$ cat src/mini_core_pkg.sv
// ##############################
// Shared ISA, memory bus and trace types for the mini core.
// Every RTL file imports what it needs from here.
// ##############################

package mini_core_pkg;

  // RAM geometry, one 32-bit word per address
  localparam int unsigned MEM_WORDS = 256;
  localparam int unsigned ADDR_W    = $clog2(MEM_WORDS);

  // Opcodes 4'h8 to 4'hf are illegal
  typedef enum logic [3:0] {
    OP_LI   = 4'h0,  // rd = zext(imm)
    OP_ADDI = 4'h1,  // rd = rd + sext(imm)
    OP_ADD  = 4'h2,  // rd = rd + rs
    OP_XOR  = 4'h3,  // rd = rd ^ rs
    OP_LW   = 4'h4,  // rd = mem[rs + imm]
    OP_SW   = 4'h5,  // mem[rs + imm] = rd
    OP_BNZ  = 4'h6,  // if (rd != 0) pc = imm
    OP_HALT = 4'h7
  } opcode_e;

  // Instruction word, opcode in the low nibble
  typedef struct packed {
    logic [15:0] unused;
    logic [7:0]  imm;
    logic [1:0]  rs;
    logic [1:0]  rd;
    opcode_e     opcode;
  } instr_t;

  // Request from a bus client, 42 bits
  typedef struct packed {
    logic              req;
    logic              we;
    logic [ADDR_W-1:0] addr;
    logic [31:0]       wdata;
  } mem_req_t;

  // Grant is combinational, rvalid one cycle later
  typedef struct packed {
    logic        gnt;
    logic        rvalid;
    logic [31:0] rdata;
  } mem_rsp_t;

  // One record per retired instruction
  typedef struct packed {
    logic              valid;
    logic [ADDR_W-1:0] pc;
    instr_t            instr;
    logic [1:0]        rd_addr;
    logic [31:0]       rd_wdata;
    logic              rd_we;
    logic              mem_we;
    logic [ADDR_W-1:0] mem_addr;
    logic [31:0]       mem_wdata;
  } trace_t;

endpackage
$ cat src/mini_lsu.sv
// ##############################
// Load-store unit, one data access per start pulse.
// ##############################

module mini_lsu (
  input  logic                             clk_i,
  input  logic                             arst_n_i,
  input  logic                             start_i,
  input  logic                             we_i,
  input  logic [mini_core_pkg::ADDR_W-1:0] addr_i,
  input  logic [31:0]                      wdata_i,
  input  mini_core_pkg::mem_rsp_t          lsu_rsp_i,
  output mini_core_pkg::mem_req_t          lsu_req_o,
  output logic                             done_o,
  output logic [31:0]                      rdata_o
);

  import mini_core_pkg::*;

  typedef enum logic [1:0] {
    L_IDLE,
    L_REQ,
    L_WAIT
  } lsu_state_e;

  lsu_state_e        state_q;
  logic              we_q;
  logic [ADDR_W-1:0] addr_q;
  logic [31:0]       wdata_q;

  always_ff @(posedge clk_i or negedge arst_n_i) begin
    if (!arst_n_i) begin
      state_q <= L_IDLE;
    end else begin
      case (state_q)
        L_IDLE:  if (start_i) state_q <= L_REQ;
        L_REQ:   if (lsu_rsp_i.gnt) state_q <= L_WAIT;
        L_WAIT:  if (lsu_rsp_i.rvalid) state_q <= L_IDLE;
        default: state_q <= L_IDLE;
      endcase
    end
  end

  // Access fields held stable for the whole request
  always_ff @(posedge clk_i) begin
    if (start_i && state_q == L_IDLE) begin
      we_q    <= we_i;
      addr_q  <= addr_i;
      wdata_q <= wdata_i;
    end
  end

  always_comb begin
    lsu_req_o.req   = (state_q == L_REQ);
    lsu_req_o.we    = we_q;
    lsu_req_o.addr  = addr_q;
    lsu_req_o.wdata = wdata_q;
  end

  assign done_o  = (state_q == L_WAIT) & lsu_rsp_i.rvalid;
  assign rdata_o = lsu_rsp_i.rdata;

endmodule

$ cat config.mk
export PLATFORM = sky130hd
export DESIGN_NAME = mini_lsu
export DESIGN_NICKNAME = d
export VERILOG_FILES = /design/src/mini_core_pkg.sv /design/src/mini_lsu.sv
export SDC_FILE = /design/constraint.sdc
export NUM_CORES = 1
export LEC_CHECK = 0
export BUFFER_PORTS_ARGS = -buffer_cell sky130_fd_sc_hd__buf_2
export CAP_MARGIN = 40
export CORE_MARGIN = 10
export CORE_UTILIZATION = 36
export CTS_CLUSTER_DIAMETER = 200
export CTS_CLUSTER_SIZE = 16
export DETAILED_ROUTE_END_ITERATION = 8
export PLACE_DENSITY = 0.78
export REMOVE_ABC_BUFFERS = 1
export SYNTH_ARGS = -nofsm -noshare
export SYNTH_HDL_FRONTEND = slang
export SYNTH_SLANG_ARGS = --single-unit
$ cat constraint.sdc
create_clock -name clk_i -period 5.05 [get_ports clk_i]
set_input_delay 0 -clock clk_i [delete_from_list [all_inputs] [get_ports clk_i]]
set_output_delay 0 -clock clk_i [all_outputs]
set_load 0.01 [all_outputs]
==> qor.yml <==
sta:
  max_freq_mhz: 691
  fin_tns_setup_ps: 0
  rsz0062_at_grt: "false"
  hold_violations: 0
  worst-slew-pin-transition_ps: 504
  finClkSkew_ps: 4.24
  layout_min_cycle_time_ps: 1450
  fin_crit_sh: 0.286
  maxSlewHeadroom: 0.664
  setup_viol: 0
  hold_ws_ps: 0.0219
  drv_slew: 0
synthesis:
  yosysUniqueCellTypes: 9
  ys_seq_area_frac: 0.808
  syn_area_per_cell_um2: 18.9
  synth_top_area_frac: 0.777
  ys_top_cells_by_area: "edfxtp_1 (78%), buf_4 (16%), dfrtp_1 (3.2%), nor3b_1 (0.95%), nand2b_1 (0.79%)"
  yosys_warnings: 0
  yosysTopAreaCell: "edfxtp_1"
  synth_area_mm2: 0.00159
  ys_ff_latch: 43
  synthCells: 84
grt:
  grt_max_degree: 42
  grt_pass1_vias: 1291
  overflow: 0
  grt_pass1_wl_mm: 7.38
  antenna_found_initial: 0
  grt_usage: 0.132
detailed_routing:
  vias: 1072
  drtIter0Drc: 69
  drt-total-wl_mm: 4.99
  detail-route-antenna-nets: 0
  drt-wirelength-per-cell_um: 20.4
  first_pass_iters: 3
  viasPerCell: 4.39
  drc: 0
floorplanning:
  die_h_um: 86.4
  initial_utilization: 0.367
  ios: 153
  rows: 24
  die_w_um: 86.4
  core_mm2: 0.00432
  dieArea_mm2: 0.00746
cells_and_area:
  post_route_cells_drive_above_1_share: 0.510
  finalNonFillerCells: 244
  syn_to_final_growth_pct: 51.1
  diodes: 0
  stdcell_area_mm2: 0.00240
  final_util: 0.554
  fin_nets: 269
place:
  place_inst: 192
  placed_area_mm2: 0.00186
  routabilityCongestion: 0.643
  io_buffers: 88
clock_network:
  htree_levels: 2
  cts.sinks: 43
  cts_max_path_buffers: 2
  cts_setup_buffers: 0
  cts-buffers-inserted: 5
  path_clk_slew_ps: 70
  ctsHoldBuffers: 44
  cts_tree: "yes"
  clock_latency_ps: 280
  ctsResizeCount: 0
  cts_root_buf: "clkbuf_8"
critical_path:
  cp-start-kind: "flip-flop"
  endpoint_kind: "flip-flop"
  crit_type: "flip-flop to flip-flop"
  cp_max_fo: 41
  worstPathRequired_ps: 4970
  critPathArrivalTime_ps: 1370
status:
  outcome: "finished clean"
power:
  p_leak_nw: 1.03
  p_per_area_mw_per_mm2: 407
  ir_drop_uv: 334
hold_path:
  min_path_type: "primary input to output pin"
job:
  maxCapViolCount: 0
[cell type report]
type                            count  area [µm²]
Sequential cell                    43        1280
Tap cell                           52        65.1
Multi-Input combinational cell      8        61.3
Timing Repair Buffer              133         888
Fill cell                         362        1930
Clock buffer                        8         100
[final timing paths]
kind	startpoint	to	slack, ps	cells after the start
max	state_q[0]	wdata_q[7]	3600	2
min in group asynchronous	arst_n_i	state_q[1]	40	2
max reg2reg	state_q[0]	wdata_q[7]	3600	2
min	lsu_rsp_i[13]	rdata_o[13]	0.02	0
min reg2reg	state_q[1]	state_q[0]	510	1
max in group asynchronous	arst_n_i	state_q[0]	4910	2
[kinds of logic after synthesis]
logic type	share of synthesized area
DFF	0.808
AOI/OAI and AO/OA	0.00789
buffers and inverters	0.156
and+or+nand+nor	0.0276
[Yosys cell counts, drive strengths merged]
| cell type | instances |
|---|---|
| nand2b | 2 |
| dfrtp | 2 |
| a21o | 1 |
| edfxtp | 41 |
| nor3b | 2 |
| and3b | 1 |
| buf | 33 |
| nor2b | 1 |
| a21oi | 1 |
[sequential cells by signal (all words and copies together), names as in the netlist]
signal   cells
addr_q       8
we_q         1
state_q      2
wdata_q     32
[cell usage in the layout, fill, tap and decap left out]
master         synthesis  routed
dlygate4sd3_1          0      44
buf_2                  0      88
dfrtp_1                2       2
buf_4                 33       1
nand2b_1               2       2
a21oi_1                1       1
nor3b_2                0       1
edfxtp_1              41      41
and3b_2                1       1
nor2b_1                1       1
clkbuf_1               0       1
nor3b_1                2       1
clkbuf_8               0       7
a21o_1                 1       1
[where the power goes]
part | switching [mW] | internal (mW) | total (mW) | leakage, nW
clock network | 0.104 | 0.125 | 0.229 | 0.0515
registers | 0.0254 | 0.495 | 0.520 | 0.411
logic | 0.128 | 0.0973 | 0.225 | 0.568
[critical path, cell delays in order (launching register included)]
cell     delay (ps)
dfrtp_1         430
nor3b_2         180
buf_4           460
[metrics by stage]
stage | setup WS, ps | power, mW
floorplan | 1090 | 0.625
global placement | 3640 | 0.723
detailed placement | 3590 | 0.733
CTS | 3580 | 0.991
global route | 3480 | 1.03
finish | 3600 | 0.974
[layer usage]
metal	share of wire	vias up	GRT usage
met1	0.34	488	0.126
met3	0.21	8	0.146
met4	0.013	0	0.0280
li1	-	479	-
met5	0	-	0.0420
met2	0.44	97	0.185
Note: power is estimated with default switching activity, not from simulation.
