File: src/mini_core_pkg.sv
// ##############################
// Shared ISA, memory bus and trace types for the mini core.
// Every RTL file imports what it needs from here.
// ##############################

package mini_core_pkg;

  // RAM geometry, one 32-bit word per address
  localparam int unsigned MEM_WORDS = 256;
  localparam int unsigned ADDR_W    = $clog2(MEM_WORDS);

  // Opcodes 4'h8 to 4'hf are illegal
  typedef enum logic [3:0] {
    OP_LI   = 4'h0,  // rd = zext(imm)
    OP_ADDI = 4'h1,  // rd = rd + sext(imm)
    OP_ADD  = 4'h2,  // rd = rd + rs
    OP_XOR  = 4'h3,  // rd = rd ^ rs
    OP_LW   = 4'h4,  // rd = mem[rs + imm]
    OP_SW   = 4'h5,  // mem[rs + imm] = rd
    OP_BNZ  = 4'h6,  // if (rd != 0) pc = imm
    OP_HALT = 4'h7
  } opcode_e;

  // Instruction word, opcode in the low nibble
  typedef struct packed {
    logic [15:0] unused;
    logic [7:0]  imm;
    logic [1:0]  rs;
    logic [1:0]  rd;
    opcode_e     opcode;
  } instr_t;

  // Request from a bus client, 42 bits
  typedef struct packed {
    logic              req;
    logic              we;
    logic [ADDR_W-1:0] addr;
    logic [31:0]       wdata;
  } mem_req_t;

  // Grant is combinational, rvalid one cycle later
  typedef struct packed {
    logic        gnt;
    logic        rvalid;
    logic [31:0] rdata;
  } mem_rsp_t;

  // One record per retired instruction
  typedef struct packed {
    logic              valid;
    logic [ADDR_W-1:0] pc;
    instr_t            instr;
    logic [1:0]        rd_addr;
    logic [31:0]       rd_wdata;
    logic              rd_we;
    logic              mem_we;
    logic [ADDR_W-1:0] mem_addr;
    logic [31:0]       mem_wdata;
  } trace_t;

endpackage
File: src/mini_fetch.sv
// ##############################
// Instruction fetch with a one-entry prefetch buffer.
// A branch reloads the pointer and drops stale responses.
// ##############################

module mini_fetch (
  input  logic                                clk_i,
  input  logic                                arst_n_i,
  input  logic                                fetch_enable_i,
  input  mini_core_pkg::mem_rsp_t             if_rsp_i,
  output mini_core_pkg::mem_req_t             if_req_o,
  input  logic                                fetch_ready_i,
  input  logic                                branch_i,
  input  logic [mini_core_pkg::ADDR_W-1:0]    branch_target_i,
  output logic                                fetch_valid_o,
  output mini_core_pkg::instr_t               fetch_instr_o,
  output logic [mini_core_pkg::ADDR_W-1:0]    fetch_pc_o
);

  import mini_core_pkg::*;

  logic              run_q, out_q, discard_q, redir_q, buf_valid_q;
  logic [ADDR_W-1:0] ptr_q, out_pc_q, redir_pc_q, buf_pc_q;
  instr_t            buf_instr_q;
  logic              consume, req_hold, fetch_grant, rsp_keep;

  assign consume     = buf_valid_q & fetch_ready_i;
  assign req_hold    = run_q & ~out_q & (~buf_valid_q | consume);
  assign fetch_grant = req_hold & if_rsp_i.gnt;
  assign rsp_keep    = out_q & if_rsp_i.rvalid & ~discard_q & ~branch_i;

  always_comb begin
    if_req_o.req   = req_hold;
    if_req_o.we    = 1'b0;
    if_req_o.addr  = ptr_q;
    if_req_o.wdata = '0;
  end

  // Pointer starts at 0 out of reset, so enable just lets it run
  always_ff @(posedge clk_i or negedge arst_n_i) begin
    if (!arst_n_i) begin
      run_q       <= 1'b0;
      out_q       <= 1'b0;
      discard_q   <= 1'b0;
      redir_q     <= 1'b0;
      buf_valid_q <= 1'b0;
      ptr_q       <= '0;
    end else begin
      if (fetch_enable_i) begin
        run_q <= 1'b1;
      end
      if (fetch_grant) begin
        out_q     <= 1'b1;
        discard_q <= redir_q | branch_i;
        redir_q   <= 1'b0;
        ptr_q     <= redir_q ? redir_pc_q : ptr_q + 1'b1;
      end else if (out_q && if_rsp_i.rvalid) begin
        out_q     <= 1'b0;
        discard_q <= 1'b0;
      end
      if (rsp_keep) begin
        buf_valid_q <= 1'b1;
      end else if (consume) begin
        buf_valid_q <= 1'b0;
      end
      // Held request keeps its address until granted, target waits in redir
      if (branch_i) begin
        buf_valid_q <= 1'b0;
        if (req_hold && !if_rsp_i.gnt) begin
          redir_q <= 1'b1;
        end else begin
          ptr_q <= branch_target_i;
        end
      end
    end
  end

  always_ff @(posedge clk_i) begin
    if (fetch_grant) begin
      out_pc_q <= ptr_q;
    end
    if (branch_i) begin
      redir_pc_q <= branch_target_i;
    end
    if (rsp_keep) begin
      buf_instr_q <= instr_t'(if_rsp_i.rdata);
      buf_pc_q    <= out_pc_q;
    end
  end

  assign fetch_valid_o = buf_valid_q;
  assign fetch_instr_o = buf_instr_q;
  assign fetch_pc_o    = buf_pc_q;

endmodule

File: config.mk
export PLATFORM = sky130hd
export DESIGN_NAME = mini_fetch
export DESIGN_NICKNAME = d
export VERILOG_FILES = /design/src/mini_core_pkg.sv /design/src/mini_fetch.sv
export SDC_FILE = /design/constraint.sdc
export NUM_CORES = 1
export LEC_CHECK = 0
export BUFFER_PORTS_ARGS = -buffer_cell sky130_fd_sc_hd__buf_4
export CAP_MARGIN = 5
export CORE_MARGIN = 3
export CORE_UTILIZATION = 30
export CTS_CLUSTER_SIZE = 40
export DETAILED_ROUTE_END_ITERATION = 6
export GPL_ROUTABILITY_DRIVEN = 0
export HOLD_SLACK_MARGIN = 0.12
export SLEW_MARGIN = 20
export SYNTH_ARGS = -nofsm -noshare
export SYNTH_HDL_FRONTEND = slang
export SYNTH_SLANG_ARGS = --single-unit
File: constraint.sdc
create_clock -name clk_i -period 3.5 [get_ports clk_i]
set_input_delay 0.175 -clock clk_i [delete_from_list [all_inputs] [get_ports clk_i]]
set_output_delay 0.175 -clock clk_i [all_outputs]
set_load 0.05 [all_outputs]
==> flow_summary.toml <==
[layout]
nets = 376
multiInputGateArea_um2 = 594
final_area_um2 = 4140
register_area_um2 = 2010
layout-drive-gt1-share = 0.360
nFillCells = 784
final_core_util = 0.470
area_growth_pct = 50.6
fin_cells = 441
diodes = 0

[place]
portBuffers = 96
hpwl_mm = 4.01
place_inst = 382
placed_area_um2 = 3480

[clocking]
tritoncts = "built"
clk_latency_ps = 340
path_clk_slew_ps = 80
cts_sinks = 69
cts_buffers = 9
h-tree-depth = 3
cts_buffer_depth = 2
cts_root_buf = "clkbuf_8"

[drt]
first_pass_iters = 4
ant_nets = 0
drc = 0
vias = 1884
vias_per_cell = 4.27
routed_wl_mm = 5.99
wl_per_cell_um = 13.6
dr.first_iter.drc_count = 54

[critical_path]
rr_worst_depth = 5
start_kind = "flip-flop"
timing.reg2reg.setup_slack_ps = 1810
endpoint_kind = "flip-flop"
worst_ep_required_time_ps = 3760
worst-path-max-fanout = 6
crit_type = "reg -> reg"
r2r-start = "ptr_q[1]"
crit-reg2reg-capture = "ptr_q[6]"
worstPathArrival_ps = 1960

[power_and_ir_drop]
max-vdd-ir-drop_uv = 214
power_density_nw_per_um2 = 565
leakage_uw = 0.00172

[global_route]
grt_max_degree = 41
grt_pass1_vias = 1826
track_usage = 0.117
grt_pass1_wl_mm = 9.09
antenna_found_initial = 0
grt-ovfl-total = 0

[synth]
synth_top_family_by_area = "buffers and inverters"
yosysSeqAreaShare = 0.730
synthAdderAreaFrac = 0.00455
yosys.cell_count.top_type = "edfxtp_1"
yosys.area_share.simple = 0.0783
synthDistinctLibCells = 39
synth-xor-area-share = 0
synth_common_cells = "edfxtp_1, buf_4, dfrtp_1, nor2_1, a21oi_1"
synth_top_area_frac = 0.612
synth_top_area_cell = "edfxtp_1"
netlist_instances = 182
synth_top_flop_cell = "edfxtp_1"
mappedNetlistArea_um2 = 2750
async_flop_share = 0.188
ys_seq_elements = 69
synth-edff-count = 56
avgSynthCellArea_um2 = 15.1
synthMuxAreaShare = 0.00728
synth_compound_area_frac = 0.0769
ys_warn_count = 0
synth.area.top_cells = "edfxtp_1, dfrtp_1, buf_4"

[timing]
hold_viol = 0
period_minus_slack_ps = 1690
final.period_utilization = 0.483
maxSlewViolCount = 0
setup_viol = 0
slew_headroom = 0.547
grt_setup_unrepaired = "no"
fmax_mhz = 591
worst_pin_slew_ps = 674
setup_tns_ps = 0
finClkSkew_ps = 9.15

[worst_hold_path]
hold_end = "fetch_valid_o"
min_path_cells = 2
hp-start = "branch_i"
hold_path_class = "in -> reg"

[die]
core-area_um2 = 8810
die-area_um2 = 10300
die_h_um = 102
die_w_um = 102
placementRows = 34
initial_core_util = 0.312
ioPinCount = 130

[run_status]
run_status = "complete, no violations"

[job]
cap_viol_max_count = 0
[through the flow]
step,worst slack (ps),hold WS (ps),total power [µW]
CTS,1790,191,2370
global placement,1860,40.8,1580
floorplan,1000,-121,1450
global route,1680,195,2450
detailed placement,1800,41.3,1590
finish,1810,199,2340
[registers in the layout (all words and copies together), names as in the netlist]
name,count
redir_pc_q,8
discard_q,1
fetch_pc_o,8
run_q,1
out_q,1
ptr_q,8
out_pc_q,8
redir_q,1
fetch_valid_o,1
fetch_instr_o,32
[power by group]
| part | internal, µW | switching, µW |
|---|---|---|
| clock | 441 | 292 |
| sequential | 978 | 77.4 |
| combinational | 184 | 364 |
| total | 1600 | 733 |
[per-layer routing]
layer  up-vias  track usage  routed length [µm]  share of wire
met1       871        0.142                2570           0.43
met5         -            0                   0              0
met4         0       0.0583                  71          0.012
li1        904            -                   -              -
met2       102        0.193                2700           0.45
met3         7       0.0317                 656           0.11
[timing repair]
action | 4_1_cts | 5_1_grt
setup buffers | 0 | 0
endpoints found under the hold margin | 63 | 0
gates resized for setup | 0 | 0
hold buffers | 43 | 0
[worst max path at each step]
stage               depth (start not counted)  slack [ps]          endpoint  startpoint
floorplan                                   2        1000  fetch_instr_o[0]       out_q
global placement                            5        1860          ptr_q[6]    ptr_q[0]
detailed placement                          5        1800          ptr_q[6]    ptr_q[0]
CTS                                         5        1790          ptr_q[6]    ptr_q[0]
global route                                5        1680          ptr_q[6]    ptr_q[0]
finish                                      5        1810          ptr_q[6]    ptr_q[1]
[layout make-up]
class	instances	area share
sequential	69	0.485
timing repair buffer	140	0.280
multi-input combinational	105	0.144
clock buffer	11	0.0366
tap	108	0.0326
clock inverter	5	0.0199
inverter	3	0.00272
[critical path, cell delays in order (launching register included)]
cell,delay (ps)
dfrtp_1,430
ha_1,220
and3_1,210
a311oi_1,100
or4_1,520
a21oi_1,130
[cells in the final DEF, fill, tap and decap left out, drive strengths merged, types with 2 or more instances in the layout]
master	n
a21oi	8
a221oi	3
and3	2
buf	97
bufinv	2
clkbuf	11
clkinv	3
conb	33
dfrtp	13
dlygate4sd3	43
edfxtp	56
inv	3
mux2i	2
nand2	7
nand2b	3
nand3	2
nand4	2
nor2	11
nor2b	5
nor3	4
o2111ai	3
o21ai	3
o31ai	4
[cell families (layout without fill, tap and decap cells)]
logic type	count (synthesis)	in the layout
AO/OA/AOI/OAI	30	30
flip-flops	69	69
buffers and inverters	40	159
multiplexers	2	2
AND/OR/NAND/NOR	39	39
adder cells (fa/ha/maj)	1	1
other	1	33
Power figures use the tool's default switching activity.
