### src/mini_core_pkg.sv
// ##############################
// Shared ISA, memory bus and trace types for the mini core.
// Every RTL file imports what it needs from here.
// ##############################

package mini_core_pkg;

  // RAM geometry, one 32-bit word per address
  localparam int unsigned MEM_WORDS = 256;
  localparam int unsigned ADDR_W    = $clog2(MEM_WORDS);

  // Opcodes 4'h8 to 4'hf are illegal
  typedef enum logic [3:0] {
    OP_LI   = 4'h0,  // rd = zext(imm)
    OP_ADDI = 4'h1,  // rd = rd + sext(imm)
    OP_ADD  = 4'h2,  // rd = rd + rs
    OP_XOR  = 4'h3,  // rd = rd ^ rs
    OP_LW   = 4'h4,  // rd = mem[rs + imm]
    OP_SW   = 4'h5,  // mem[rs + imm] = rd
    OP_BNZ  = 4'h6,  // if (rd != 0) pc = imm
    OP_HALT = 4'h7
  } opcode_e;

  // Instruction word, opcode in the low nibble
  typedef struct packed {
    logic [15:0] unused;
    logic [7:0]  imm;
    logic [1:0]  rs;
    logic [1:0]  rd;
    opcode_e     opcode;
  } instr_t;

  // Request from a bus client, 42 bits
  typedef struct packed {
    logic              req;
    logic              we;
    logic [ADDR_W-1:0] addr;
    logic [31:0]       wdata;
  } mem_req_t;

  // Grant is combinational, rvalid one cycle later
  typedef struct packed {
    logic        gnt;
    logic        rvalid;
    logic [31:0] rdata;
  } mem_rsp_t;

  // One record per retired instruction
  typedef struct packed {
    logic              valid;
    logic [ADDR_W-1:0] pc;
    instr_t            instr;
    logic [1:0]        rd_addr;
    logic [31:0]       rd_wdata;
    logic              rd_we;
    logic              mem_we;
    logic [ADDR_W-1:0] mem_addr;
    logic [31:0]       mem_wdata;
  } trace_t;

endpackage
### src/mini_exec.sv
// ##############################
// Decode, register file and execute FSM of the mini core.
// Emits one trace record per retired instruction.
// ##############################

module mini_exec (
  input  logic                             clk_i,
  input  logic                             arst_n_i,
  input  logic                             fetch_valid_i,
  input  mini_core_pkg::instr_t            fetch_instr_i,
  input  logic [mini_core_pkg::ADDR_W-1:0] fetch_pc_i,
  output logic                             fetch_ready_o,
  output logic                             branch_o,
  output logic [mini_core_pkg::ADDR_W-1:0] branch_target_o,
  input  logic                             lsu_done_i,
  input  logic [31:0]                      lsu_rdata_i,
  output logic                             lsu_start_o,
  output logic                             lsu_we_o,
  output logic [mini_core_pkg::ADDR_W-1:0] lsu_addr_o,
  output logic [31:0]                      lsu_wdata_o,
  output mini_core_pkg::trace_t            trace_o,
  output logic                             core_sleep_o,
  output logic                             alert_o
);

  import mini_core_pkg::*;

  typedef enum logic [2:0] {
    S_IDLE,
    S_EXEC,
    S_MEM,
    S_WB,
    S_SLEEP
  } state_e;

  state_e            state_q, state_d;
  instr_t            instr_q;
  logic [ADDR_W-1:0] pc_q, eff_addr;
  logic [31:0]       regs_q [4];
  logic [31:0]       load_q, rd_val, rs_val, alu_res, rd_wdata;
  logic              retire, rd_we, halt, illegal, is_load, is_store;
  logic              sleep_q, alert_q;

  assign rd_val   = regs_q[instr_q.rd];
  assign rs_val   = regs_q[instr_q.rs];
  // Wraps modulo the RAM size
  assign eff_addr = rs_val[ADDR_W-1:0] + instr_q.imm;
  assign is_load  = (instr_q.opcode == OP_LW);
  assign is_store = (instr_q.opcode == OP_SW);

  always_comb begin
    case (instr_q.opcode)
      OP_LI:   alu_res = {24'b0, instr_q.imm};
      OP_ADDI: alu_res = rd_val + {{24{instr_q.imm[7]}}, instr_q.imm};
      OP_ADD:  alu_res = rd_val + rs_val;
      OP_XOR:  alu_res = rd_val ^ rs_val;
      default: alu_res = '0;
    endcase
  end

  always_comb begin
    state_d     = state_q;
    retire      = 1'b0;
    rd_we       = 1'b0;
    rd_wdata    = '0;
    branch_o    = 1'b0;
    lsu_start_o = 1'b0;
    halt        = 1'b0;
    illegal     = 1'b0;
    case (state_q)
      S_IDLE: if (fetch_valid_i) state_d = S_EXEC;
      S_EXEC: begin
        case (instr_q.opcode)
          OP_LI, OP_ADDI, OP_ADD, OP_XOR: begin
            retire   = 1'b1;
            rd_we    = 1'b1;
            rd_wdata = alu_res;
            state_d  = S_IDLE;
          end
          OP_LW, OP_SW: begin
            lsu_start_o = 1'b1;
            state_d     = S_MEM;
          end
          OP_BNZ: begin
            retire   = 1'b1;
            branch_o = (rd_val != '0);
            state_d  = S_IDLE;
          end
          // HALT retires, an illegal opcode does not
          OP_HALT: begin
            retire  = 1'b1;
            halt    = 1'b1;
            state_d = S_SLEEP;
          end
          default: begin
            illegal = 1'b1;
            state_d = S_SLEEP;
          end
        endcase
      end
      S_MEM: if (lsu_done_i) state_d = S_WB;
      S_WB: begin
        retire   = 1'b1;
        rd_we    = is_load;
        rd_wdata = is_load ? load_q : '0;
        state_d  = S_IDLE;
      end
      default: state_d = S_SLEEP;
    endcase
  end

  always_ff @(posedge clk_i or negedge arst_n_i) begin
    if (!arst_n_i) begin
      state_q <= S_IDLE;
      sleep_q <= 1'b0;
      alert_q <= 1'b0;
      for (int i = 0; i < 4; i++) begin
        regs_q[i] <= '0;
      end
    end else begin
      state_q <= state_d;
      if (halt || illegal) sleep_q <= 1'b1;
      if (illegal) alert_q <= 1'b1;
      if (rd_we) regs_q[instr_q.rd] <= rd_wdata;
    end
  end

  always_ff @(posedge clk_i) begin
    if (state_q == S_IDLE && fetch_valid_i) begin
      instr_q <= fetch_instr_i;
      pc_q    <= fetch_pc_i;
    end
    if (lsu_done_i) load_q <= lsu_rdata_i;
  end

  assign fetch_ready_o   = (state_q == S_IDLE);
  assign branch_target_o = instr_q.imm;
  assign lsu_we_o        = is_store;
  assign lsu_addr_o      = eff_addr;
  assign lsu_wdata_o     = rd_val;
  assign core_sleep_o    = sleep_q;
  assign alert_o         = alert_q;

  // Retire record, rd fields zero when nothing is written
  always_comb begin
    trace_o = '0;
    if (retire) begin
      trace_o.valid     = 1'b1;
      trace_o.pc        = pc_q;
      trace_o.instr     = instr_q;
      trace_o.rd_addr   = rd_we ? instr_q.rd : 2'd0;
      trace_o.rd_wdata  = rd_wdata;
      trace_o.rd_we     = rd_we;
      trace_o.mem_we    = is_store;
      trace_o.mem_addr  = (is_load || is_store) ? eff_addr : '0;
      trace_o.mem_wdata = is_store ? rd_val : '0;
    end
  end

endmodule

### config.mk
export PLATFORM = sky130hd
export DESIGN_NAME = mini_exec
export DESIGN_NICKNAME = d
export VERILOG_FILES = /design/src/mini_core_pkg.sv /design/src/mini_exec.sv
export SDC_FILE = /design/constraint.sdc
export NUM_CORES = 1
export LEC_CHECK = 0
export BUFFER_PORTS_ARGS = -buffer_cell sky130_fd_sc_hd__buf_2
export CORE_UTILIZATION = 35
export CTS_CLUSTER_DIAMETER = 120
export CTS_CLUSTER_SIZE = 40
export DETAILED_ROUTE_END_ITERATION = 8
export MAX_ROUTING_LAYER = met4
export SYNTH_ARGS = -nofsm -noshare
export SYNTH_HDL_FRONTEND = slang
export SYNTH_SLANG_ARGS = --single-unit
### constraint.sdc
create_clock -name clk_i -period 6.35 [get_ports clk_i]
set_input_delay 1.27 -clock clk_i [delete_from_list [all_inputs] [get_ports clk_i]]
set_output_delay 1.27 -clock clk_i [all_outputs]
set_load 0.1 [all_outputs]
==> flow_metrics.py <==
metrics = {
    "clock_tree": {
        "insertion_delay_ns": 0.52,
        "clockRootBuffer": "clkbuf_16",
        "cts_sinks": 205,
        "h-tree-depth": 1,
        "clk_pin_slew_ns": 0.13,
        "cts_tree": "yes",
        "cts_buffer_depth": 3,
        "numCtsBuffers": 10,
    },
    "floorplan": {
        "start_util_pct": 35.9,
        "dieArea_um2": 37600,
        "io_pins": 247,
        "core_area_um2": 35900,
        "die_w_um": 194,
        "rows": 69,
        "die_height_um": 194,
    },
    "yosys": {
        "ys_ff_latch": 205,
        "ys_seq_area_share_pct": 42.6,
        "ys_types": 75,
        "synth_async_sr_flop_share_pct": 64.9,
        "synth_edf_count": 72,
        "avgSynthCellArea_um2": 10.8,
        "syn-cell-area_um2": 12900,
        "synth_fp_nets": 1313,
        "syn_inst": 1197,
        "synth_top_flop_cell": "dfrtp_1",
        "ys_warn_count": 0,
    },
    "setup_path": {
        "worstPathCellList": "buf_12 > mux4_2 > mux2_2 > ha_1 > a21o_1 > a21oi_1 > a211oi_2 > o21a_1 > o21ai_0 > a21oi_1 > nand3b_1 > nand2_1 > buf_2",
        "crit_arrival_ns": 4.82,
        "crit_slowest_cell": "mux4_2",
        "crit_fanout": 33,
        "reg2reg_slack_ns": 2.03,
        "end_kind": "primary output",
        "path_buf_inv": 2,
        "path_delay_family": "compound AO/OA/AOI/OAI gates",
        "worstSetupStartpointType": "register",
        "cpMostUsedCell": "a21oi_1",
        "crit_type": "reg -> out",
        "worst_path_largest_cell_delay_ns": 0.61,
        "critical_path_required_ns": 5.08,
    },
    "routing": {
        "wl_um": 43200,
        "met1_length_um": 19200,
        "top_layer": "met4",
        "route.met3.wl_um": 2730,
        "first_pass_iters": 7,
        "drtAntennaViolNets": 0,
        "num_vias": 10616,
        "wl_met2_um": 20100,
        "via_per_inst": 5.63,
        "post_drt_wl_per_cell_um": 23.0,
        "drt_iter0_drc": 890,
        "remaining_drc_errors": 0,
    },
    "timing": {
        "max_freq_ghz": 0.164,
        "finalClockSkew_ns": 0.0283,
        "rsz0062_at_grt": "false",
        "worst_slack_ns": 0.256,
        "finalHoldViolCount": 0,
        "maxSlewViolCount": 0,
        "worstMarginPinSlew_ns": 1.07,
        "period_minus_slack_ns": 6.09,
        "finalSetupViolCount": 0,
        "finalCritPeriodShare_pct": 96.0,
        "slew_headroom_pct": 28.1,
        "tns_ns": 0,
    },
    "power_and_ir_drop": {
        "pwr_density_cell_nw_per_um2": 215,
        "irDropWorstVdd_uv": 145,
        "switching_power_mw": 1.20,
        "seqPwrFrac_pct": 46.4,
        "p_leak_nw": 7.08,
        "switching_share_pct": 36.3,
        "totalPowerFinal_mw": 3.30,
        "p_int_mw": 2.10,
        "p_clk_share_pct": 26.3,
        "comb_power_share_pct": 27.3,
    },
    "global_route": {
        "gr-usage-all-layers_pct": 23.5,
        "grt.overflow.total": 0,
        "antenna_found_initial": 4,
        "grt_pass1_vias": 10461,
        "grt_max_degree": 74,
        "grt_pass1_wl_um": 65800,
    },
    "place": {
        "portBuffers": 246,
        "hpwl_um": 31700,
        "post-place-ws_ns": 0.701,
        "globalplace.congestion": 0.906,
    },
    "worst_hold_path": {
        "hold_path.class": "reg -> reg",
    },
    "cells_and_area": {
        "layout.nets": 1531,
        "layout_common_cells": "buf_2 (229), nand2_1 (148), dfrtp_1 (133)",
        "area_growth_syn_to_layout_pct": 19.1,
        "layout_commonest_cell": "buf_2",
        "drive_above_1_share_pct": 33.1,
    },
    "outcome": {
        "status": "complete, no violations",
    },
    "run": {
        "maxCapViolations": 0,
    },
}
[power by group through the flow]
stage | logic, mW | registers (mW) | clock network, mW
final | 0.900 | 1.53 | 0.867
after global routing | 0.958 | 1.54 | 0.918
after CTS | 0.886 | 1.53 | 0.884
after detailed placement | 0.882 | 1.56 | 0
after global placement | 0.879 | 1.56 | 0
after floorplan | 0.619 | 1.57 | 0
[repair_timing]
item	in CTS	in global routing
hold buffers	0	0
buffers inserted	0	6
endpoints found under the setup margin	0	7
gates resized for setup	0	7
[kinds of logic after synthesis]
| group | Yosys count | share of synthesized area (%) |
|---|---|---|
| simple gates | 376 | 14.7 |
| compound gates | 267 | 13.5 |
| flops | 205 | 42.6 |
| mux | 136 | 17.6 |
| buf+inv | 120 | 3.98 |
| xor+xnor | 53 | 3.61 |
| fa+ha+maj | 40 | 4.00 |
[worst paths after layout]
path / from / end / cells past startpoint
hold / removal: core_sleep_o / core_sleep_o / 1
max in group asynchronous: arst_n_i / core_sleep_o / 2
hold reg to reg: core_sleep_o / core_sleep_o / 1
setup / recovery: instr_q[6] / trace_o[53] / 13
min in group asynchronous: arst_n_i / regs_q[24] / 1
setup reg to reg: instr_q[4] / regs_q[63] / 11
[routing by layer]
layer | global-route usage, % | vias up
li1 | - | 4874
met1 | 31.8 | 5306
met2 | 36.1 | 379
met3 | 3.69 | 57
met4 | 7.32 | 0
met5 | - | -
[through the flow]
step                      hold slack [ns]  instance area (µm²)  utilization (%)  cells
after floorplan                     0.458                12900                -   1197
after detailed placement            0.459                14900             41.5   1858
after global routing                0.522                15300             42.7   1884
final                               0.487                15300             42.7   1884
after global placement              0.453                14900             41.5   1858
after CTS                           0.488                15300             42.5   1874
[area by class of cell]
type	count	area [µm²]
clock inverters	5	82.6
fillers	3502	20600
clock buffers	11	275
flip-flops and latches	205	5490
inverters	38	143
multi-input cells	872	6950
repair buffers	288	1810
well taps	461	577
diodes	4	10.0
[Yosys cell counts, types with 8 or more instances]
| master | count | area share, % |
|---|---|---|
| nand2_1 | 148 | 4.3 |
| dfrtp_1 | 133 | 26 |
| o21ai_0 | 84 | 3.3 |
| edfxtp_1 | 72 | 17 |
| mux2_2 | 64 | 5.6 |
| mux4_2 | 64 | 11 |
| a21oi_1 | 59 | 2.3 |
| clkbuf_1 | 54 | 1.6 |
| and2_1 | 47 | 2.3 |
| nor2_1 | 44 | 1.3 |
| and3_1 | 40 | 1.9 |
| ha_1 | 38 | 3.7 |
| inv_1 | 38 | 1.1 |
| xor2_1 | 28 | 1.9 |
| xnor2_1 | 25 | 1.7 |
| nor3_1 | 22 | 0.86 |
| a31oi_1 | 18 | 0.87 |
| buf_2 | 17 | 0.66 |
| a22oi_1 | 14 | 0.82 |
| nand3_1 | 12 | 0.47 |
| buf_4 | 11 | 0.64 |
| nor4_1 | 10 | 0.49 |
| o21a_1 | 10 | 0.58 |
| a21o_1 | 9 | 0.52 |
| nand4_1 | 9 | 0.44 |
| nand2b_1 | 8 | 0.39 |
| o21bai_1 | 8 | 0.47 |
[flip-flops by register name, summed over array words and instances (netlist names)]
signal	flops
alert_o	1
branch_target_o	8
core_sleep_o	1
instr_q	24
load_q	32
pc_q	8
regs_q	128
state_q	3
Power figures use the tool's default switching activity.
