[src/mini_core_pkg.sv]
// ##############################
// Shared ISA, memory bus and trace types for the mini core.
// Every RTL file imports what it needs from here.
// ##############################

package mini_core_pkg;

  // RAM geometry, one 32-bit word per address
  localparam int unsigned MEM_WORDS = 256;
  localparam int unsigned ADDR_W    = $clog2(MEM_WORDS);

  // Opcodes 4'h8 to 4'hf are illegal
  typedef enum logic [3:0] {
    OP_LI   = 4'h0,  // rd = zext(imm)
    OP_ADDI = 4'h1,  // rd = rd + sext(imm)
    OP_ADD  = 4'h2,  // rd = rd + rs
    OP_XOR  = 4'h3,  // rd = rd ^ rs
    OP_LW   = 4'h4,  // rd = mem[rs + imm]
    OP_SW   = 4'h5,  // mem[rs + imm] = rd
    OP_BNZ  = 4'h6,  // if (rd != 0) pc = imm
    OP_HALT = 4'h7
  } opcode_e;

  // Instruction word, opcode in the low nibble
  typedef struct packed {
    logic [15:0] unused;
    logic [7:0]  imm;
    logic [1:0]  rs;
    logic [1:0]  rd;
    opcode_e     opcode;
  } instr_t;

  // Request from a bus client, 42 bits
  typedef struct packed {
    logic              req;
    logic              we;
    logic [ADDR_W-1:0] addr;
    logic [31:0]       wdata;
  } mem_req_t;

  // Grant is combinational, rvalid one cycle later
  typedef struct packed {
    logic        gnt;
    logic        rvalid;
    logic [31:0] rdata;
  } mem_rsp_t;

  // One record per retired instruction
  typedef struct packed {
    logic              valid;
    logic [ADDR_W-1:0] pc;
    instr_t            instr;
    logic [1:0]        rd_addr;
    logic [31:0]       rd_wdata;
    logic              rd_we;
    logic              mem_we;
    logic [ADDR_W-1:0] mem_addr;
    logic [31:0]       mem_wdata;
  } trace_t;

endpackage
[src/mini_mem_arb.sv]
// ##############################
// Fixed-priority arbiter: host, then load-store, then fetch.
// Steers each response back to the client granted one cycle before.
// ##############################

module mini_mem_arb (
  input  logic                    clk_i,
  input  logic                    arst_n_i,
  input  mini_core_pkg::mem_req_t host_req_i,
  input  mini_core_pkg::mem_req_t lsu_req_i,
  input  mini_core_pkg::mem_req_t if_req_i,
  input  logic [31:0]             ram_rdata_i,
  output mini_core_pkg::mem_req_t ram_req_o,
  output mini_core_pkg::mem_rsp_t host_rsp_o,
  output mini_core_pkg::mem_rsp_t lsu_rsp_o,
  output mini_core_pkg::mem_rsp_t if_rsp_o
);

  typedef enum logic [1:0] {
    OWN_NONE,
    OWN_HOST,
    OWN_LSU,
    OWN_IF
  } owner_e;

  owner_e owner_d, owner_q;

  // Winner selection and RAM request mux
  always_comb begin
    owner_d   = OWN_NONE;
    ram_req_o = '0;
    if (host_req_i.req) begin
      owner_d   = OWN_HOST;
      ram_req_o = host_req_i;
    end else if (lsu_req_i.req) begin
      owner_d   = OWN_LSU;
      ram_req_o = lsu_req_i;
    end else if (if_req_i.req) begin
      owner_d   = OWN_IF;
      ram_req_o = if_req_i;
    end
  end

  always_ff @(posedge clk_i or negedge arst_n_i) begin
    if (!arst_n_i) begin
      owner_q <= OWN_NONE;
    end else begin
      owner_q <= owner_d;
    end
  end

  // Responses, data only to the owner of last cycle's grant
  always_comb begin
    host_rsp_o.gnt    = (owner_d == OWN_HOST);
    host_rsp_o.rvalid = (owner_q == OWN_HOST);
    host_rsp_o.rdata  = host_rsp_o.rvalid ? ram_rdata_i : '0;
    lsu_rsp_o.gnt     = (owner_d == OWN_LSU);
    lsu_rsp_o.rvalid  = (owner_q == OWN_LSU);
    lsu_rsp_o.rdata   = lsu_rsp_o.rvalid ? ram_rdata_i : '0;
    if_rsp_o.gnt      = (owner_d == OWN_IF);
    if_rsp_o.rvalid   = (owner_q == OWN_IF);
    if_rsp_o.rdata    = if_rsp_o.rvalid ? ram_rdata_i : '0;
  end

endmodule

[config.mk]
export PLATFORM = sky130hd
export DESIGN_NAME = mini_mem_arb
export DESIGN_NICKNAME = d
export VERILOG_FILES = /design/src/mini_core_pkg.sv /design/src/mini_mem_arb.sv
export SDC_FILE = /design/constraint.sdc
export NUM_CORES = 1
export LEC_CHECK = 0
export ABC_AREA = 1
export BUFFER_PORTS_ARGS = -buffer_cell sky130_fd_sc_hd__buf_2
export CAP_MARGIN = 20
export CORE_AREA = 2 2 118 120
export CTS_CLUSTER_DIAMETER = 120
export DETAILED_ROUTE_END_ITERATION = 7
export DIE_AREA = 0 0 120 122
export PLACE_DENSITY_LB_ADDON = 0.05
export SYNTH_ARGS = -nofsm -noshare
export SYNTH_HDL_FRONTEND = slang
export SYNTH_SLANG_ARGS = --single-unit
[constraint.sdc]
create_clock -name clk_i -period 2.79 [get_ports clk_i]
set_clock_uncertainty 0.05 [all_clocks]
set_input_delay 0.279 -clock clk_i [delete_from_list [all_inputs] [get_ports clk_i]]
set_output_delay 0.279 -clock clk_i [all_outputs]
set_load 0.005 [all_outputs]
==> results.md, run 1 <==
- Routed vias/inst: 3.81
- Vias in the first global route: 3047
- Most flops, register: owner_q
- VDD IR-drop max: 0.134 mV
- Most common library cells after synthesis: nor2_1 (265), nand2_1 (128), inv_1 (37)
- Unique cell type count in the Yosys netlist: 9
- Die Wd: 120 um
- Rel. slew slack: 75.8%
- Crit. End Element: output port
- ANT nets after route: 0
- Final hold violations: 0
- Net switching power: 0.300 mW
- Top cell type's share of synthesized area: 53.1%
- Top flop regs: owner_q x2
- Clk buf depth: 2
- Worst hold path startpoint: host_req_i[41]
- Initial antenna violation count: 1
- Xor and xnor area share after synthesis: 0%
- Share of post-route cells with drive strength above 1: 42.1%
- Syn Nets: 626
- CTS tree: built
- Total Wirelength: 10.7 mm
- Global-route wire length before repair: 15.4 mm
- Gpl congestion: 0.779
- Core ar.: 13500 sq um
- Initial core utilization: 13.9%
- Largest family of logic cells by synthesized area: simple AND/OR/NAND/NOR gates
- 1st-iter DRT viols: 186
- Count leader, synth: nor2_1
- Pin count of the biggest net entering global routing: 69
- P_leak: 2.48 nW
- RSZ-0062 raised after global routing: no
- Total Power: 0.750 mW
- HP Class: input port to register
- Simple logic cell fraction of the synthesized area: 78.8%
- Internal: 0.450 mW
- GRT Total Usage: 12.9%
- Setup TNS: 0 ns
- Gr ovfl total: 0
- Syn avg cell area: 4.02 sq um
- CTS Sinks: 2
- FILL cells: 1641
- Row Count: 43
- Commonest register cell after synthesis: dfrtp_1
- Pwr Density: 209 nW/um^2
- CP Launch Type: input port
- Max-slew violations: 0
- #FFs+latches synth: 2
- Largest cells by area after synthesis: nor2_1 (53%), nand2_1 (26%), inv_1 (7.4%)
- Switching share of total power: 40.0%
- Ports: 304
- Clock Pin Slew Worst Setup and Hold Paths: 0.03 ns
- P&R area growth vs syn: 91.2%
- Design Area, Final: 3580 sq um
- Critical Path RT: 2.46 ns
- Hpwl dp: 8.73 mm
- CTS H-tree depth: 1
- DR pass1 iterations: 4
- Status: finished clean
- Total of warnings raised by yosys: 0
- Worst slew pin tran: 0.364 ns
- Worst Setup Path Type: input port to output port
- Final net count: 910
- Cell taking the most area after synthesis: nor2_1
- Routed wire per std cell: 11.5 um
- Synth Area in Compound Gates: 0%
- Adder-cell area share of the yosys netlist: 0%
- Worst setup path startpoint: lsu_req_i[41]
- Dpl ws: 1.08 ns
- Post-synthesis sequential area ratio: 2.67%
- Die height: 122 um
- Clock Power Share: 28.6%
- Async S/R FF share, synth: 100%
- Critical Path AT: 1.37 ns
- Mux share of post-synthesis cell area: 0%
- Final setup fails: 0
- Seq pwr share: 4.3%
- Max Freq: 589 MHz
- Post_cts resized: 0
- Num CTS Buffers: 3
- Root Buffer: clkbuf_16
- Tcrit/Tclk final: 60.9%
- Final setup margin: 1.09 ns
- Syn Inst Count: 466
- Area of the mapped netlist: 1870 sq um
- Post-synth EDFFs: 0
- Residual DRC count: 0
- Number of flip-flops under the largest register name: 2
- Max Cap Viol: 0
- Vias: 3536
- Logic pwr share: 67.1%
- DP Area: 3490 sq um
- Worst-path maximum fanout: 68
- Final min period: 1.70 ns
- DIE AREA: 14600 sq um
- IO buf count: 303
[path summary, 6_finish.rpt]
kind                            endpoint  slack (ns)  cells after the start
worst min-delay path          owner_q[1]        0.22                      2
max in group asynchronous     owner_q[0]        2.26                      2
min in group asynchronous     owner_q[1]        0.33                      2
worst max-delay path       ram_req_o[34]        1.09                      7
[critical path: stages]
cell	delay [ns]
buf_2	0.28
buf_12	0.29
nand2_1	0.08
nand2_1	0.07
nor2_1	0.05
nor2_1	0.13
buf_2	0.14
[power groups by stage]
| stage | clock network (mW) | registers, mW | logic (mW) |
|---|---|---|---|
| 2_1_floorplan | 0 | 0.0323 | 0.249 |
| 3_3_place_gp | 0 | 0.0325 | 0.513 |
| 3_5_place_dp | 0 | 0.0325 | 0.510 |
| 4_1_cts | 0.219 | 0.0322 | 0.513 |
| 5_1_grt | 0.220 | 0.0325 | 0.569 |
| 6_report | 0.215 | 0.0322 | 0.503 |
[per-layer routing]
metal	global-route usage [%]	part of all wire, %	vias up
met4	2.43	0.81	0
met3	2.57	7.6	6
met2	25.6	54	157
met1	14.1	38	1480
met5	0	0	-
li1	-	-	1893
[per-stage QoR]
stage	hold WS [ns]	cells	utilization [%]
global route	0.239	928	26.5
global placement	0.0168	924	25.9
finish	0.225	929	26.5
floorplan	-0.0666	466	-
CTS	0.220	928	26.5
detailed placement	0.0181	924	25.9
[final cells by class]
type | count | area, sq um | share of cell area [%]
repair buffers | 312 | 1610 | 45.0
flip-flops and latches | 2 | 50.0 | 1.40
diodes | 1 | 2.50 | 0.0699
well taps | 180 | 225 | 6.29
inverters | 38 | 143 | 3.98
multi-input cells | 393 | 1480 | 41.2
clock buffers | 3 | 75.1 | 2.10
[cells by family (layout without fill, tap and decap cells)]
| kind of cell | after synthesis | count (layout) |
|---|---|---|
| DFF | 2 | 2 |
| buffers and inverters | 71 | 353 |
| and+or+nand+nor | 393 | 393 |
| other | 0 | 1 |
[cells in the final DEF (no fill, tap or decap)]
| cell type | count |
|---|---|
| inv_1 | 37 |
| inv_2 | 1 |
| dlygate4sd3_1 | 1 |
| nor2_1 | 265 |
| diode_2 | 1 |
| nand2_1 | 128 |
| buf_4 | 6 |
| dfrtp_1 | 2 |
| buf_12 | 2 |
| buf_2 | 303 |
| clkbuf_16 | 3 |
[repair_timing]
item / 4_1_cts / 5_1_grt
hold buffers: 1 / 0
hold endpoints to repair: 2 / 0
setup buffers: 0 / 0
(Power assumes the default switching activity.)
==> inputs of run 2 (changes only) <==
Clock period 2.79 ns to 1.42 ns, I/O delays scaled along.
==> results.md, run 2 (same netlist as run 1, synthesis figures left out) <==
- Status: finished clean
- CTS Sinks: 2
- Final net count: 915
- Residual DRC count: 0
- Crit. End Element: output port
- Gpl congestion: 0.801
- Final min period: 1.41 ns
- Routed vias/inst: 3.80
- Critical Path RT: 1.23 ns
- Core ar.: 13500 sq um
- Seq pwr share: 4.2%
- Global-route wire length before repair: 15.8 mm
- Row Count: 43
- Initial antenna violation count: 0
- Most flops, register: owner_q
- Number of inserted diodes: 0
- Die Wd: 120 um
- Worst Hold Depth: 2
- Pin count of the biggest net entering global routing: 68
- ANT nets after route: 0
- Clock Power Share: 27.9%
- Pwr Density: 412 nW/um^2
- Die height: 122 um
- Initial core utilization: 13.9%
- Commonest non-fill, non-tap cell in the layout: buf_2
- Final setup fails: 0
- Design Area, Final: 3680 sq um
- P&R area growth vs syn: 96.5%
- 1st-iter DRT viols: 150
- Share of post-route cells with drive strength above 1: 43.4%
- CTS H-tree depth: 1
- Top flop regs: owner_q x2
- Worst hold slack: 0.0940 ns
- Setup TNS: 0 ns
- Worst slew pin tran: 0.287 ns
- Logic pwr share: 67.9%
- IO buf count: 303
- Root Buffer: clkbuf_16
- Worst-path maximum fanout: 17
- Vias in the first global route: 3177
- Net switching power: 0.600 mW
- Ports: 304
- Clock Pin Slew Worst Setup and Hold Paths: 0.03 ns
- Vias: 3546
- FILL cells: 1650
- DIE AREA: 14600 sq um
- DR pass1 iterations: 5
- Most frequent cells in the layout: buf_2 (303), nor2_1 (259), nand2_1 (128)
- Max Freq: 711 MHz
- Rel. slew slack: 80.9%
- P_leak: 2.52 nW
- Tcrit/Tclk final: 99.0%
- Final hold violations: 0
- Worst Setup Path Type: register to output port
- Num CTS Buffers: 3
- CTS tree: built
- Total Power: 1.52 mW
- Final core utilization: 27.3%
- DP Area: 3560 sq um
- Number of flip-flops under the largest register name: 2
- RSZ-0062 raised after global routing: yes
- Routed wire per std cell: 11.5 um
- Total Wirelength: 10.7 mm
- Max-slew violations: 0
- Switching share of total power: 39.6%
- Hpwl dp: 8.72 mm
- Critical Path AT: 1.21 ns
- Clk buf depth: 2
- CP Launch Type: register
- HP Class: input port to register
- Internal: 0.916 mW
- VDD IR-drop max: 0.281 mV
- Max Cap Viol: 0
- GRT Total Usage: 13.2%
- Gr ovfl total: 0
## run 2: metrics by stage
stage,cells,setup WS [ns]
detailed placement,928,0.153
global placement,928,0.183
finish,933,0.0145
CTS,932,-0.00953
floorplan,466,0.310
global route,933,-0.0606
## run 2: power groups by stage
stage	logic (mW)	clock network, mW	registers, mW
2_1_floorplan	0.490	0	0.0634
3_3_place_gp	1.03	0	0.0641
3_5_place_dp	1.03	0	0.0639
4_1_cts	1.04	0.431	0.0636
5_1_grt	1.16	0.436	0.0646
6_report	1.03	0.423	0.0637
## run 2: final timing paths
path / start / end / slack (ns)
worst max-delay path: owner_q[1] / host_rsp_o[1] / 0.01
worst min-delay path: host_req_i[41] / owner_q[1] / 0.09
max in group asynchronous: arst_n_i / owner_q[1] / 1.03
min in group asynchronous: arst_n_i / owner_q[0] / 0.20
## run 2: metal layers
metal | part of all wire (%) | vias to the layer above | track usage, %
met2 | 53 | 157 | 26.4
met3 | 8.0 | 4 | 2.72
li1 | - | 1902 | -
met1 | 38 | 1483 | 14.3
met5 | 0 | - | 0
met4 | 0.49 | 0 | 1.99
## run 2: layout make-up
type	count	area (sq um)	share of cell area, %
Multi-Input combinational cell	393	1490	40.5
Timing Repair Buffer	317	1700	46.1
Inverter	38	143	3.87
Tap cell	180	225	6.12
Sequential cell	2	50.0	1.36
Clock buffer	3	75.1	2.04
## run 2: timing repair
item / in CTS / in global routing
gates resized for setup: 3 / 7
buffers inserted: 0 / 1
pin swaps: 1 / 1
hold buffers: 1 / 0
endpoints found under the setup margin: 32 / 50
hold endpoints to repair: 2 / 0
## run 2: worst max-delay path: stages (launching register included)
cell and delay [ns]:
dfrtp_1 0.39, nor2_2 0.16, inv_2 0.07, buf_8 0.16, nor2_1 0.09, buf_2 0.13
==> inputs of run 3 (changes only) <==
Settings changed: CORE_AREA 2 2 118 120 to 2 2 119 121, CTS_BUF_LIST from default to sky130_fd_sc_hd__clkbuf_8, DIE_AREA 0 0 120 122 to 0 0 121 123, SKIP_CTS_REPAIR_TIMING from default to 1.
==> results.md, run 3 (same netlist as run 1, synthesis figures left out) <==
- Most flops, register: owner_q
- Worst Setup Path Type: register to output port
- Core ar.: 13600 sq um
- Worst Hold Depth: 2
- Final core utilization: 27.2%
- Ports: 304
- Die height: 123 um
- CP Launch Type: register
- RSZ-0062 raised after global routing: yes
- Die Wd: 121 um
- Num CTS Buffers: 3
- Clk buf depth: 2
- Final min period: 1.36 ns
- Crit. End Element: output port
- Reg area: 50.0 sq um
- Clock Pin Slew Worst Setup and Hold Paths: 0.03 ns
- 1st-iter DRT viols: 123
- DIE AREA: 14900 sq um
- Pwr Density: 361 nW/um^2
- VDD IR-drop max: 0.182 mV
- IO buf count: 303
- Top flop regs: owner_q x2
- Commonest non-fill, non-tap cell in the layout: buf_2
- Gpl congestion: 0.780
- Critical Path AT: 1.17 ns
- Max Freq: 734 MHz
- Final net count: 913
- FILL cells: 1642
- Vias: 3548
- Number of inserted diodes: 0
- Worst hold path startpoint: host_req_i[41]
- Worst hold slack: 0.101 ns
- Initial core utilization: 13.8%
- Final setup fails: 0
- CTS H-tree depth: 1
- Routed wire per std cell: 11.7 um
- GRT Total Usage: 12.9%
- DR pass1 iterations: 4
- Gr ovfl total: 0
- Status: finished clean
- Row Count: 43
- Worst slew pin tran: 0.250 ns
- Routed vias/inst: 3.81
- DP Area: 3580 sq um
- Hpwl dp: 8.85 mm
- Global-route wire length before repair: 15.3 mm
- P&R area growth vs syn: 97.3%
- Root Buffer: clkbuf_8
- Vias in the first global route: 3119
- Final hold violations: 0
- Multi-input logic area: 1520 sq um
- HP Class: input port to register
- CTS tree: built
- Pin count of the biggest net entering global routing: 59
- Rel. slew slack: 83.3%
- Most frequent cells in the layout: buf_2 (303), nor2_1 (252), nand2_1 (127)
- Number of flip-flops under the largest register name: 2
- Critical Path RT: 1.23 ns
- Residual DRC count: 0
- Tcrit/Tclk final: 95.9%
- P_leak: 2.51 nW
- ANT nets after route: 0
- CTS Sinks: 2
- Max Cap Viol: 0
- Design Area, Final: 3700 sq um
- Total Wirelength: 10.9 mm
- Max-slew violations: 0
- Share of post-route cells with drive strength above 1: 44.3%
- Hold Path End: owner_q[1]
- Worst-path maximum fanout: 16
- Initial antenna violation count: 0
run 3: cell count changes in the layout (fill, tap and decap cells not counted):
cell	change
buf_4	-4
nor2_4	+1
buf_12	+4
buf_8	-1
clkbuf_16	-3
nand2_1	-1
nand2_2	+1
clkbuf_8	+3
nor2_2	+6
nor2_1	-7
buf_6	-1
run 3: final cells by class:
type | count | share of cell area, %
sequential | 2 | 1.35
multi-input combinational | 393 | 41.0
clock buffer | 3 | 1.12
inverter | 38 | 3.86
timing repair buffer | 315 | 46.6
tap | 180 | 6.09
run 3: report_power, final:
group	switching, mW	total (mW)	leakage (nW)	internal [mW]
sequential	0.00278	0.0639	0.0233	0.0611
clock	0.0432	0.222	0.0216	0.179
combinational	0.540	1.05	2.47	0.509
run 3: metrics by stage:
stage                TNS, ns  setup slack, ns  std cells  total power, mW
global placement           0            0.188        927             1.11
floorplan                  0            0.310        466            0.553
global route         -0.0634          -0.0130        931             1.48
finish                     0           0.0576        931             1.34
CTS                 -0.00883         -0.00883        930             1.34
detailed placement         0            0.202        927             1.10
run 3: worst max path at each step:
stage,endpoint,slack [ns],cells after the start,from
2_1_floorplan,host_rsp_o[11],0.31,4,owner_q[1]
3_3_place_gp,ram_req_o[9],0.19,7,host_req_i[41]
3_5_place_dp,ram_req_o[9],0.20,7,host_req_i[41]
4_1_cts,host_rsp_o[14],-0.009,5,owner_q[1]
5_1_grt,host_rsp_o[15],-0.01,6,owner_q[0]
6_report,host_rsp_o[15],0.06,6,owner_q[0]
run 3: worst max-delay path: stages, from the launching register on:
cell,delay (ns)
dfrtp_1,0.33
inv_1,0.07
nor2_2,0.13
inv_2,0.08
buf_12,0.15
nor2_1,0.08
buf_2,0.11
run 3: metal layers:
| layer | part of all wire [%] | global-route usage (%) | vias to the layer above |
|---|---|---|---|
| li1 | - | - | 1898 |
| met1 | 37 | 13.8 | 1481 |
| met2 | 54 | 25.7 | 165 |
| met3 | 8.4 | 2.63 | 4 |
| met4 | 0.62 | 2.47 | 0 |
| met5 | 0 | 0 | - |
